### src/bank_cfg_pkg.sv
`default_nettype none

package bank_cfg_pkg;

    // Word geometry
    localparam int WORD_BYTES = 4;
    localparam int WORD_WIDTH = WORD_BYTES * 8;

    // Word address into the data array
    localparam int ADDR_WIDTH  = 8;
    localparam int ARRAY_WORDS = 1 << ADDR_WIDTH;

    localparam int TAG_WIDTH = 6;

    // Lane index bits, never below one
    function automatic int lane_bits(input int num_lanes);
        return (num_lanes > 1) ? $clog2(num_lanes) : 1;
    endfunction

endpackage

`default_nettype wire

### src/bank_types_pkg.sv
`default_nettype none

package bank_types_pkg;

    // One operation for all lanes of a packet
    typedef enum logic {
        OP_READ  = 1'b0,
        OP_WRITE = 1'b1
    } req_op_e;

    // Lane serializer
    typedef enum logic {
        SER_IDLE  = 1'b0,
        SER_ISSUE = 1'b1
    } ser_state_e;

endpackage

`default_nettype wire

### src/core_rsp_merge.sv
`timescale 1ns/1ps
`default_nettype none

module core_rsp_merge #(
    parameter int NUM_LANES = 4
) (
    input  logic                                                clk,
    input  logic                                                reset,
    input  logic                                                lane_req,
    input  logic [bank_cfg_pkg::lane_bits(NUM_LANES)-1:0]       lane_id,
    input  logic                                                lane_last,
    input  logic [bank_cfg_pkg::TAG_WIDTH-1:0]                  lane_tag,
    input  logic                                                lane_read,
    input  logic                                                rd_valid,
    input  logic [bank_cfg_pkg::WORD_WIDTH-1:0]                 rd_data,
    output logic                                                rsp_valid,
    output logic [bank_cfg_pkg::TAG_WIDTH-1:0]                  rsp_tag,
    output logic [NUM_LANES-1:0]                                rsp_valids,
    output logic [NUM_LANES-1:0][bank_cfg_pkg::WORD_WIDTH-1:0]  rsp_datas
);

    import bank_cfg_pkg::*;
    import bank_types_pkg::*;

    localparam int LANE_W = lane_bits(NUM_LANES);

    logic                 d_req;
    logic                 d_last;
    logic [LANE_W-1:0]    d_id;
    logic [TAG_WIDTH-1:0] d_tag;
    req_op_e              d_op;
    logic [NUM_LANES-1:0] acc_valids;
    logic [NUM_LANES-1:0] lane_bit;
    logic                 rsp_fire;

    // Sideband delayed to meet rd_data
    always_ff @(posedge clk) begin
        if (reset) begin
            d_req <= 1'b0;
        end else begin
            d_req <= lane_req;
        end
    end

    always_ff @(posedge clk) begin
        d_id   <= lane_id;
        d_last <= lane_last;
        d_tag  <= lane_tag;
        d_op   <= lane_read ? OP_READ : OP_WRITE;
    end

    assign lane_bit = NUM_LANES'(1) << d_id;
    assign rsp_fire = d_req && d_last && (d_op == OP_READ);

    always_ff @(posedge clk) begin
        if (reset) begin
            rsp_valid  <= 1'b0;
            acc_valids <= '0;
        end else begin
            rsp_valid <= rsp_fire;
            if (rsp_fire) begin
                acc_valids <= '0;
            end else if (rd_valid) begin
                acc_valids <= acc_valids | lane_bit;
            end
        end
    end

    // Slots double as the response data
    always_ff @(posedge clk) begin
        if (rd_valid) begin
            rsp_datas[d_id] <= rd_data;
        end
        if (rsp_fire) begin
            rsp_tag    <= d_tag;
            rsp_valids <= acc_valids | lane_bit;
        end
    end

    a_rd_lane: assert property (@(posedge clk) disable iff (reset)
        rd_valid |-> (d_req && d_op == OP_READ))
        else $error("core_rsp_merge: read data without a read lane");

endmodule

`default_nettype wire

### config.mk
export PLATFORM = sky130hd
export DESIGN_NAME = core_rsp_merge
export DESIGN_NICKNAME = d
export VERILOG_FILES = /design/src/bank_cfg_pkg.sv /design/src/bank_types_pkg.sv /design/src/core_rsp_merge.sv
export SDC_FILE = /design/constraint.sdc
export NUM_CORES = 1
export LEC_CHECK = 0
export BUFFER_PORTS_ARGS = -buffer_cell sky130_fd_sc_hd__buf_2
export CAP_MARGIN = 20
export CORE_MARGIN = 2
export CORE_UTILIZATION = 47
export CTS_CLUSTER_SIZE = 24
export DETAILED_ROUTE_END_ITERATION = 10
export PLACE_DENSITY = 0.75
export SLEW_MARGIN = 20
export SYNTH_ARGS = -nofsm -noshare
export SYNTH_HDL_FRONTEND = slang
export SYNTH_SLANG_ARGS = --single-unit
### constraint.sdc
create_clock -name clk -period 3.05 [get_ports clk]
set_clock_uncertainty 0.2 [all_clocks]
set_input_delay 0.61 -clock clk [delete_from_list [all_inputs] [get_ports clk]]
set_output_delay 0.61 -clock clk [all_outputs]
set_load 0.02 [all_outputs]
======== Word-level counts from Yosys, hierarchy flattened ========
Cells that the tools add are included.
word-level totals
  output and inout port bits .............. 139
  flip-flop bits (word level) ............. 154
cells by class
  shift-type cells ........................ 1
  mux-type cells .......................... 4
  reduce and logical (&&, ||, !) cells .... 4
  bitwise logic cells ..................... 2
  order comparisons ....................... 2
operator list
  operator                                                            number
  bitwise mux 128 bit                                                 1
  demux 32 bit (select 2 bit)                                         1
  2-to-1 mux 32 bit                                                   1
  OR 4 bit                                                            1
  << shifter 1 x 2 -> 4 bit (first input constant)                    1
  logical AND 1 bit                                                   3
  < comparator 2 x 3 -> 1 bit (second input constant)                 1
  greater-or-equal comparator 2 x 1 -> 1 bit (second input constant)  1
  OR reduction 2 bit                                                  1
  2-to-1 mux 1 bit                                                    1
  inverter 1 bit                                                      1

======== Longest topological paths before layout ========
Gate-level depths: netlist (run 1).
  depth in word-level cells ............... 5
  gate-level depth with buffers ........... 3
  mapped depth without buffers ............ 2

======== Worst setup path before layout (run 1) ========
No wires, ideal clock.
  path type ............................... in2reg
  from .................................... input port rd_valid
  to ...................................... register acc_valids[0]
  cell stages on the path ................. 2
  data arrival time ....................... 2294 ps
  setup slack ............................. 493 ps
  cell sequence ........................... nor3b_2 o221a_2
RTL lines
  what                  RTL line              text
  from (decl)           core_rsp_merge.sv:14  input logic rd_valid,
  to (signal assigned)  core_rsp_merge.sv:64  acc_valids <= acc_valids | lane_bit;
  to (decl)             core_rsp_merge.sv:32  logic [NUM_LANES-1:0] acc_valids;

==> qor.txt, run 1 <==
Run status: complete, no violations
RSZ-0062 raised after global routing: false
TritonCTS clock tree: built
Hold violation total from the final report: 0
Overall die area: 0.0107 mm^2
IO Count: 185
GR peak layer: met2
Hold worst-path end: d_req$_SDFF_PP0_
Reported leakage power: 2.55 nW
Number of levels in the clock H-tree: 4
I/O Buffers: 184
Startpoint of the worst setup timing path: d_id[0]$_DFF_P_
Clock Latency Late Sink: 0.51 ns
Setup-failing EPs final: 0
Crit path buffers/inverters: 0
List of cells traversed by the critical path: and3b_2
Slew Limit Fails: 0
Sequential cell area: 0.00446 mm^2
Number of synthesized register bits: 154
Slew at the pin closest to its max-slew limit: 0.858 ns
Depth of the worst register-to-register path: 1
Share of the cycle needed by the critical path after routing: 63.5%
CTS root buffer: clkbuf_8
Maximum achievable frequency: 517 MHz
Number of detailed-routing iterations run before antenna repair: 4
Initial Util: 47.8%
Max-cap check violation count: 0
Largest fanout on the critical path: 33
Area delta synth->final: 39.1%
Met2 Track Usage GR: 26.4%
Antenna diode instance count: 0
Met1 track demand over resource in global routing: 18.1%
Number of buffers added for setup after CTS: 0
Sinks on the clock net: 154
Startpoint kind of the worst setup timing path: register
Hold_buf cts: 10
DPL Wire Length: 5560 um
Count of vias placed by the detailed router: 2435
Path type of the worst min-delay path: input port to register
Global-route usage over all layers: 16.7%
Nets@finish: 434
CP delay by family, top: simple AND/OR/NAND/NOR gates
Clock input transition at the sequential cells of the worst setup and hold paths: 0.06 ns
Largest net degree at the start of global routing: 34
Arrival time at the worst endpoint: 1.87 ns
Sequential fraction of the synthesis area: 96.5%
Cell with the largest stage delay on the worst path: and3b_2
Total power per unit cell area: 722 mW/mm^2
Average instance area after synthesis: 26.4 um^2
Worst setup timing slack at the placement stage: 0.926 ns
Crit Reg-Reg Endpoint: rsp_datas[40]$_DFFE_PP_
Total congestion overflow after global routing: 0
Area taken by multi-input logic gates: 146 um^2
Via/cell ratio: 4.56
Yosys warning total: 0
Max incr delay on CP: 0.82 ns
Netlist cell types: 17
Smallest setup slack after layout: 1.11 ns
Final GP Congestion: 0.763
Vias in the first global route: 2398
Critical path start-end classification: register to register
Bufs on Longest Clock Path: 2
Average detailed-routed wire length per instance: 16.4 um
Horizontal die dimension: 103 um
Final Critical Period: 1.94 ns
Number of stages on the worst hold path: 2
Layout cell share with drive strength beyond 1: 55.4%
Count of filler cells inserted in the layout: 654
Total CTS buffers: 17
Core Footprint: 0.00968 mm^2
Max-slew headroom: 42.8%
Element type at the critical path end: register
Die H: 103 um
Required time worst endpoint: 2.98 ns
Post-synthesis cell count: 175
ANT nets after route: 0
Syn_nets: 221
Detailed Route WL: 8750 um
R2R Setup Slk: 1.11 ns
Cell Rows: 36
Antenna violations before repair: 0
Maximum vdd ir drop: 0.488 mV
Residual DRC count: 0
Detailed router's first-iteration violation count: 109
Final setup TNS: 0 ns
Worst Hold Margin: 0.109 ns
Wire length of the first global-routing pass: 12300 um
Synth Cell Area: 0.00463 mm^2
Number of resized instances in the post-cts repair step: 0
Source of the worst hold timing path: lane_req
Critical register-to-register path startpoint: d_id[0]$_DFF_P_
Global routing met3 resource utilization: 9.95%
flip-flops by register name, summed over array words and instances, names as in the netlist:
signal	flops
rsp_valid	1
rsp_tag	6
d_op	1
rsp_valids	4
d_id	2
rsp_datas	128
d_last	1
d_req	1
d_tag	6
acc_valids	4
layout by cell type, fill, tap and decap left out, drive strengths merged:
master / count
buf: 185
edfxtp: 138
clkbuf: 26
dfxtp: 16
dlygate4sd3: 10
inv: 3
clkinvlp: 3
and3b: 3
o221a: 3
clkinv: 3
o21bai: 2
nor3: 2
a21o: 2
and3: 1
nor3b: 1
nand2: 1
nor2b: 1
a31oi: 1
through the flow:
| stage | power, W | instance area (um^2) | utilization, % | instances |
|---|---|---|---|---|
| after detailed placement | 0.00264 | 5720 | 59.0 | 492 |
| after global placement | 0.00263 | 5720 | 59.0 | 492 |
| after CTS | 0.00469 | 6430 | 66.4 | 534 |
| final | 0.00465 | 6430 | 66.4 | 534 |
| after global routing | 0.00479 | 6430 | 66.4 | 534 |
| after floorplan | 0.00253 | 4630 | - | 175 |
cell usage after synthesis:
cell type    n  area [um^2]
nor3_1       2         10.0
a21o_2       1         8.76
dfxtp_1     16          320
a21o_1       1         7.51
o221a_2      2         22.5
o21bai_1     2         15.0
and3b_1      2         17.5
buf_6        1         11.3
and3_2       1         7.51
o221a_1      1         11.3
nor3b_2      1         12.5
nand2_1      1         3.75
nor2b_1      1         6.26
and3b_2      1         10.0
edfxtp_1   138         4140
inv_1        3         11.3
a31oi_1      1         6.26
routing by layer:
layer	routed length (um)	part of all wire, %
met1	3310	38
met3	836	9.6
met2	4490	51
met5	0	0
met4	111	1.3
kinds of logic after synthesis:
logic type	count (synthesis)	share of synthesized area, %
flops	154	96.5
compound gates	8	1.54
simple gates	9	1.46
buf+inv	4	0.487
worst max path at each step:
stage                                 end  slack (ns)  depth (start not counted)
3_3_place_gp     rsp_datas[102]$_DFFE_PP_        0.98                          2
3_5_place_dp      rsp_datas[32]$_DFFE_PP_        0.93                          2
2_1_floorplan  acc_valids[0]$_SDFFE_PP0P_        0.49                          2
4_1_cts           rsp_datas[49]$_DFFE_PP_        1.09                          1
5_1_grt           rsp_datas[43]$_DFFE_PP_         1.0                          1
6_report          rsp_datas[40]$_DFFE_PP_        1.11                          1
where the power goes:
group	internal (W)	switching (W)	leakage, nW	total [W]
Clock	0.00128	0.000760	0.294	0.00204
Sequential	0.00237	0.0000200	1.40	0.00239
Combinational	0.0000697	0.000139	0.857	0.000209
Total	0.00373	0.000919	2.55	0.00465
cell type report:
class	count	share of cell area, %
clock inverters	6	0.681
multi-input cells	17	2.28
repair buffers	195	16.0
clock buffers	26	8.91
flip-flops and latches	154	69.4
well taps	133	2.59
inverters	3	0.175
Power figures use the tool's default switching activity.
==> run 2: changes to the inputs <==
CORE_UTILIZATION = 43   (was 47)
PLACE_DENSITY = 0.72   (was 0.75)
clock period = 1.74 ns   (was 3.05 ns; I/O delays follow)
==> run 2 against run 1 <==
Final area up 8.1%. Clock power increased by 97%. Sequential share of layout area down 5.2 points. Worst setup slack lost 1.0 ns. Register-to-register slack got worse by 0.91 ns. Utilization up 0.60 points. Sequential cell count stayed put. Critical path type is now register to output port. Critical endpoint is now rsp_datas[97]. Largest power group unchanged.
==> qor.txt, run 2 (synthesis gave the netlist of run 1 again) <==
Residual DRC count: 0 (unchanged)
Clock input transition at the sequential cells of the worst setup and hold paths: 0.06 ns (about the same)
R2R Setup Slk: 0.20 ns (-0.91 ns)
Horizontal die dimension: 108 um (+4.4%)
Critical path start-end classification: register to output port
Path type of the worst min-delay path: register to register
IO Count: 185 (unchanged)
Global-route usage over all layers: 16.8% (+0.083 points)
Initial Util: 44.6% (-3.2 points)
Final instance area: 0.00695 mm^2 (+8.1%)
TritonCTS clock tree: built
Cell with the largest stage delay on the worst path: edfxtp_1
Maximum vdd ir drop: 0.700 mV (+44%)
Area delta synth->final: 50.3%
Vias in the first global route: 2655 (+11%)
Crit path buffers/inverters: 1 (+1)
Total instance count after detailed placement: 501 (+1.8%)
Worst Hold Margin: 0.204 ns (+0.0947 ns)
CP delay by family, top: flip-flops
Via/cell ratio: 4.53 (-0.65%)
Clock Latency Late Sink: 0.51 ns (about the same)
Sinks on the clock net: 154 (unchanged)
Die H: 108 um (+4.4%)
I/O Buffers: 184 (unchanged)
Core Footprint: 0.0104 mm^2 (+7.1%)
Top Registers: rsp_datas: 128 flops, d_tag: 6 flops, rsp_tag: 6 flops
DPL Wire Length: 6110 um (+9.9%)
Final Critical Period: 1.64 ns
Total power per unit cell area: 1250 mW/mm^2 (+72%)
Element type at the critical path end: output port
Max-cap check violation count: 0 (unchanged)
Leading cell types in the layout, fill and taps excluded: buf_2, edfxtp_1, dlygate4sd3_1
Run status: complete, no violations
Layout cell share with drive strength beyond 1: 51.9% (-3.4 points)
Largest fanout on the critical path: 1 (-97%)
Final setup TNS: 0 ns (unchanged)
Hold violation total from the final report: 0 (unchanged)
Startpoint kind of the worst setup timing path: register
Number of resized instances in the post-cts repair step: 0 (unchanged)
Number of flip-flops in the largest register: 128 (unchanged)
Count of filler cells inserted in the layout: 694 (+6.1%)
Detailed Route WL: 9550 um (+9.1%)
Number of buffers added for setup after CTS: 0 (unchanged)
Antenna violations before repair: 0 (unchanged)
Maximum achievable frequency: 608 MHz
Count of vias placed by the detailed router: 2623 (+7.7%)
Max-slew headroom: 64.3% (+21 points)
Required time worst endpoint: 1.19 ns (-1.79 ns)
ANT nets after route: 0 (unchanged)
Finished Layout Cells: 579 (+8.4%)
Number of levels in the clock H-tree: 4 (unchanged)
Arrival time at the worst endpoint: 1.10 ns (-0.77 ns)
Max incr delay on CP: 0.41 ns (-0.41 ns)
Nets@finish: 476 (+9.7%)
Setup-failing EPs final: 0 (unchanged)
Largest net degree at the start of global routing: 33 (-2.9%)
Share of the cycle needed by the critical path after routing: 94.5%
Total placed instance area: 0.00583 mm^2 (+1.9%)
Total CTS buffers: 17 (unchanged)
Wire length of the first global-routing pass: 13900 um (+14%)
Total power: 0.00866 W (+86%)
Slew at the pin closest to its max-slew limit: 0.536 ns (-0.322 ns)
List of cells traversed by the critical path: buf_2
Reg with most FFs: rsp_datas
Average detailed-routed wire length per instance: 16.5 um (+0.66%)
RSZ-0062 raised after global routing: false
CTS root buffer: clkbuf_8
Hold_buf cts: 46 (+36)
Overall die area: 0.0116 mm^2 (+8.9%)
Detailed router's first-iteration violation count: 119 (+9.2%)
Slew Limit Fails: 0 (unchanged)
Reported leakage power: 2.76 nW (+8.3%)
Total congestion overflow after global routing: 0 (unchanged)
Commonest non-fill, non-tap cell in the layout: buf_2
Bufs on Longest Clock Path: 2 (unchanged)
Antenna diode instance count: 0 (unchanged)
Cell Rows: 37 (+2.8%)
Final GP Congestion: 0.740 (-3.0%)
Number of detailed-routing iterations run before antenna repair: 4 (unchanged)
## run 2: cell types whose count changed in the layout (fill, tap and decap cells not counted), sizes merged
| cell | change |
|---|---|
| bufinv | +6 |
| dlygate4sd3 | +36 |
| clkinv | +1 |
| clkinvlp | +2 |
| buf | +6 |
| clkbuf | -9 |
## run 2: worst paths after layout
| path | startpoint | endpoint | depth (start not counted) |
|---|---|---|---|
| worst max-delay path | rsp_datas[97]$_DFFE_PP_ | rsp_datas[97] | 1 |
| worst min-delay path | d_tag[5]$_DFF_P_ | rsp_tag[5]$_DFFE_PP_ | 0 |
| worst max register to register | d_id[0]$_DFF_P_ | acc_valids[2]$_SDFFE_PP0P_ | 3 |
| worst min register to register | d_tag[5]$_DFF_P_ | rsp_tag[5]$_DFFE_PP_ | 0 |
## run 2: layout make-up
class,count,area [um^2],share of cell area (%)
clock buffers,17,414,5.96
inverters,3,11.3,0.162
clock inverters,15,249,3.58
multi-input cells,17,146,2.11
repair buffers,237,1500,21.5
well taps,136,170,2.45
flip-flops and latches,154,4460,64.2
## run 2: per-stage QoR
| step | setup WS, ns | util, % |
|---|---|---|
| finish | 0.0964 | 67.0 |
| global route | 0.0545 | 67.0 |
| floorplan | -0.177 | - |
| CTS | 0.0806 | 67.0 |
| global placement | 0.260 | 56.2 |
| detailed placement | 0.211 | 56.2 |
## run 2: where the power goes
group          leakage, nW  switching [W]  internal [W]  total, W
Sequential            1.40      0.0000369       0.00416   0.00419
Combinational         1.06       0.000262      0.000193  0.000455
Clock                0.306        0.00139       0.00262   0.00401
## run 2: metal layers
metal  global-route usage, %  up-vias  part of all wire (%)
met4                    6.23        0                   1.4
met2                    26.4      138                    49
met3                    6.78       12                   8.6
li1                        -     1211                     -
met1                    20.9     1262                    41
met5                       0        -                     0
==> run 3: changes to the inputs <==
PLACE_DENSITY = unset   (was 0.72)
PLACE_DENSITY_LB_ADDON = 0.25   (was unset)
==> run 3 against run 2 <==
Combinational power about the same. Sequential cell count unchanged. Final area decreased by 1.6%. Final cell count unchanged. Die area unchanged. Worst setup slack improved by 0.018 ns. Critical path depth unchanged. Total power decreased by 7.9%. Non-clock buffer count unchanged. First-iteration DRC count increased by 13%. Maximum frequency increased by 1.1%. Clock-buffer cell count increased by 9. Largest cell class unchanged.
==> qor.txt, run 3 (synthesis gave the netlist of run 1 again) <==
Run status: complete, no violations
Required time worst endpoint: 1.19 ns (about the same)
Die H: 108 um (unchanged)
Max incr delay on CP: 0.40 ns (about the same)
Element type at the critical path end: output port
Slew at the pin closest to its max-slew limit: 0.450 ns (-0.0856 ns)
Largest net degree at the start of global routing: 25 (-24%)
Number of flip-flops in the largest register: 128 (unchanged)
Hold violation total from the final report: 0 (unchanged)
Total CTS buffers: 17 (unchanged)
ANT nets after route: 0 (unchanged)
Largest fanout on the critical path: 1 (unchanged)
Reported leakage power: 2.73 nW (-1.1%)
Total power per unit cell area: 1170 mW/mm^2 (-6.4%)
Antenna diode instance count: 0 (unchanged)
Max-cap check violation count: 0 (unchanged)
Path type of the worst min-delay path: register to register
Overall die area: 0.0116 mm^2 (unchanged)
Max-slew headroom: 70.0% (+5.7 points)
Commonest non-fill, non-tap cell in the layout: buf_2
Count of vias placed by the detailed router: 2614 (-0.34%)
Via/cell ratio: 4.51 (-0.34%)
Antenna violations before repair: 0 (unchanged)
Maximum vdd ir drop: 0.575 mV (-18%)
Final GP Congestion: 0.730 (-1.3%)
Reg with most FFs: rsp_datas
Met1 track demand over resource in global routing: 20.9% (-0.073 points)
Area delta synth->final: 47.9%
Global routing met3 resource utilization: 5.02% (-1.8 points)
R2R Setup Slk: 0.18 ns (-0.02 ns)
Clock Latency Late Sink: 0.50 ns (about the same)
Total instance count after detailed placement: 502 (+0.20%)
RSZ-0062 raised after global routing: false
Global-route usage over all layers: 16.7% (-0.092 points)
Total congestion overflow after global routing: 0 (unchanged)
I/O Buffers: 184 (unchanged)
Slew Limit Fails: 0 (unchanged)
Arrival time at the worst endpoint: 1.08 ns (-0.02 ns)
Met2 Track Usage GR: 26.9% (+0.49 points)
Share of the cycle needed by the critical path after routing: 93.5% (-1.0 points)
Final core occ: 66.0% (-1.1 points)
Initial Util: 44.6% (unchanged)
Detailed router's first-iteration violation count: 134 (+13%)
Finished Layout Cells: 579 (unchanged)
GR peak layer: met2
Number of detailed-routing iterations run before antenna repair: 4 (unchanged)
Startpoint kind of the worst setup timing path: register
TritonCTS clock tree: built
Total power: 0.00797 W (-7.9%)
Bufs on Longest Clock Path: 2 (unchanged)
Top Registers: rsp_datas: 128 flops, d_tag: 6 flops, rsp_tag: 6 flops
Average detailed-routed wire length per instance: 16.7 um (+1.2%)
Maximum achievable frequency: 615 MHz (+1.1%)
Residual DRC count: 0 (unchanged)
Layout cell share with drive strength beyond 1: 51.0% (-0.90 points)
DPL Wire Length: 6450 um (+5.5%)
Wire length of the first global-routing pass: 13800 um (-1.3%)
Worst Hold Margin: 0.203 ns (-0.000706 ns)
Cell Rows: 37 (unchanged)
CP delay by family, top: flip-flops
Number of levels in the clock H-tree: 4 (unchanged)
Nets@finish: 476 (unchanged)
Count of filler cells inserted in the layout: 709 (+2.2%)
IO Count: 185 (unchanged)
List of cells traversed by the critical path: buf_2
Setup-failing EPs final: 0 (unchanged)
Core Footprint: 0.0104 mm^2 (unchanged)
Vias in the first global route: 2573 (-3.1%)
CTS root buffer: clkbuf_8
Detailed Route WL: 9660 um (+1.2%)
Sinks on the clock net: 154 (unchanged)
Cell with the largest stage delay on the worst path: edfxtp_1
Clock input transition at the sequential cells of the worst setup and hold paths: 0.06 ns (about the same)
Leading cell types in the layout, fill and taps excluded: buf_2, edfxtp_1, dlygate4sd3_1
Critical path start-end classification: register to output port
Horizontal die dimension: 108 um (unchanged)
Number of resized instances in the post-cts repair step: 0 (unchanged)
Final Critical Period: 1.63 ns (-0.0175 ns)
Crit path buffers/inverters: 1 (unchanged)
[run 3: cell types whose count changed in the layout (fill, tap and decap cells not counted), sizes merged]
cell         delta
inv             +2
clkbuf          +9
buf             +1
bufinv          -6
dlygate4sd3     -1
clkinvlp        -4
clkinv          -1
[run 3: worst paths after layout]
kind | from | cells after the start | to
worst max-delay path | rsp_datas[77]$_DFFE_PP_ | 1 | rsp_datas[77]
worst min-delay path | d_tag[1]$_DFF_P_ | 0 | rsp_tag[1]$_DFFE_PP_
worst max register to register | d_id[0]$_DFF_P_ | 2 | rsp_datas[52]$_DFFE_PP_
worst min register to register | d_tag[1]$_DFF_P_ | 0 | rsp_tag[1]$_DFFE_PP_
[run 3: where the power goes]
| group | switching (W) | internal [W] |
|---|---|---|
| combinational | 0.000263 | 0.000193 |
| clock | 0.00129 | 0.00203 |
| sequential | 0.0000365 | 0.00416 |
[run 3: worst reg2reg max path, cell delays in order (launching register included)]
cell	delay (ns)
dfxtp_1	0.49
and3b_2	0.38
buf_12	0.20
[run 3: routing by layer]
layer,vias to the layer above,routed length (um)
met5,-,0
met4,0,155
met3,15,713
met2,128,4810
met1,1259,3980
li1,1212,-
[run 3: stage by stage]
step	TNS (ns)	area, um^2	setup slack [ns]
2_1_floorplan	-5.82	4630	-0.177
3_3_place_gp	0	5840	0.213
3_5_place_dp	0	5840	0.165
4_1_cts	0	6840	0.0669
5_1_grt	0	6840	0.0637
6_report	0	6840	0.114
[run 3: area by class of cell]
| type | instances | area, um^2 | area share [%] |
|---|---|---|---|
| clock buffers | 26 | 520 | 7.61 |
| clock inverters | 6 | 33.8 | 0.494 |
| inverters | 3 | 11.3 | 0.165 |
| multi-input cells | 17 | 146 | 2.14 |
| flip-flops and latches | 154 | 4460 | 65.3 |
| well taps | 136 | 170 | 2.49 |
| repair buffers | 237 | 1490 | 21.8 |
[run 3: timing repair]
item | 4_1_cts | 5_1_grt
hold buffers | 45 | 0
setup buffers | 0 | 0
endpoints found under the hold margin | 144 | 0
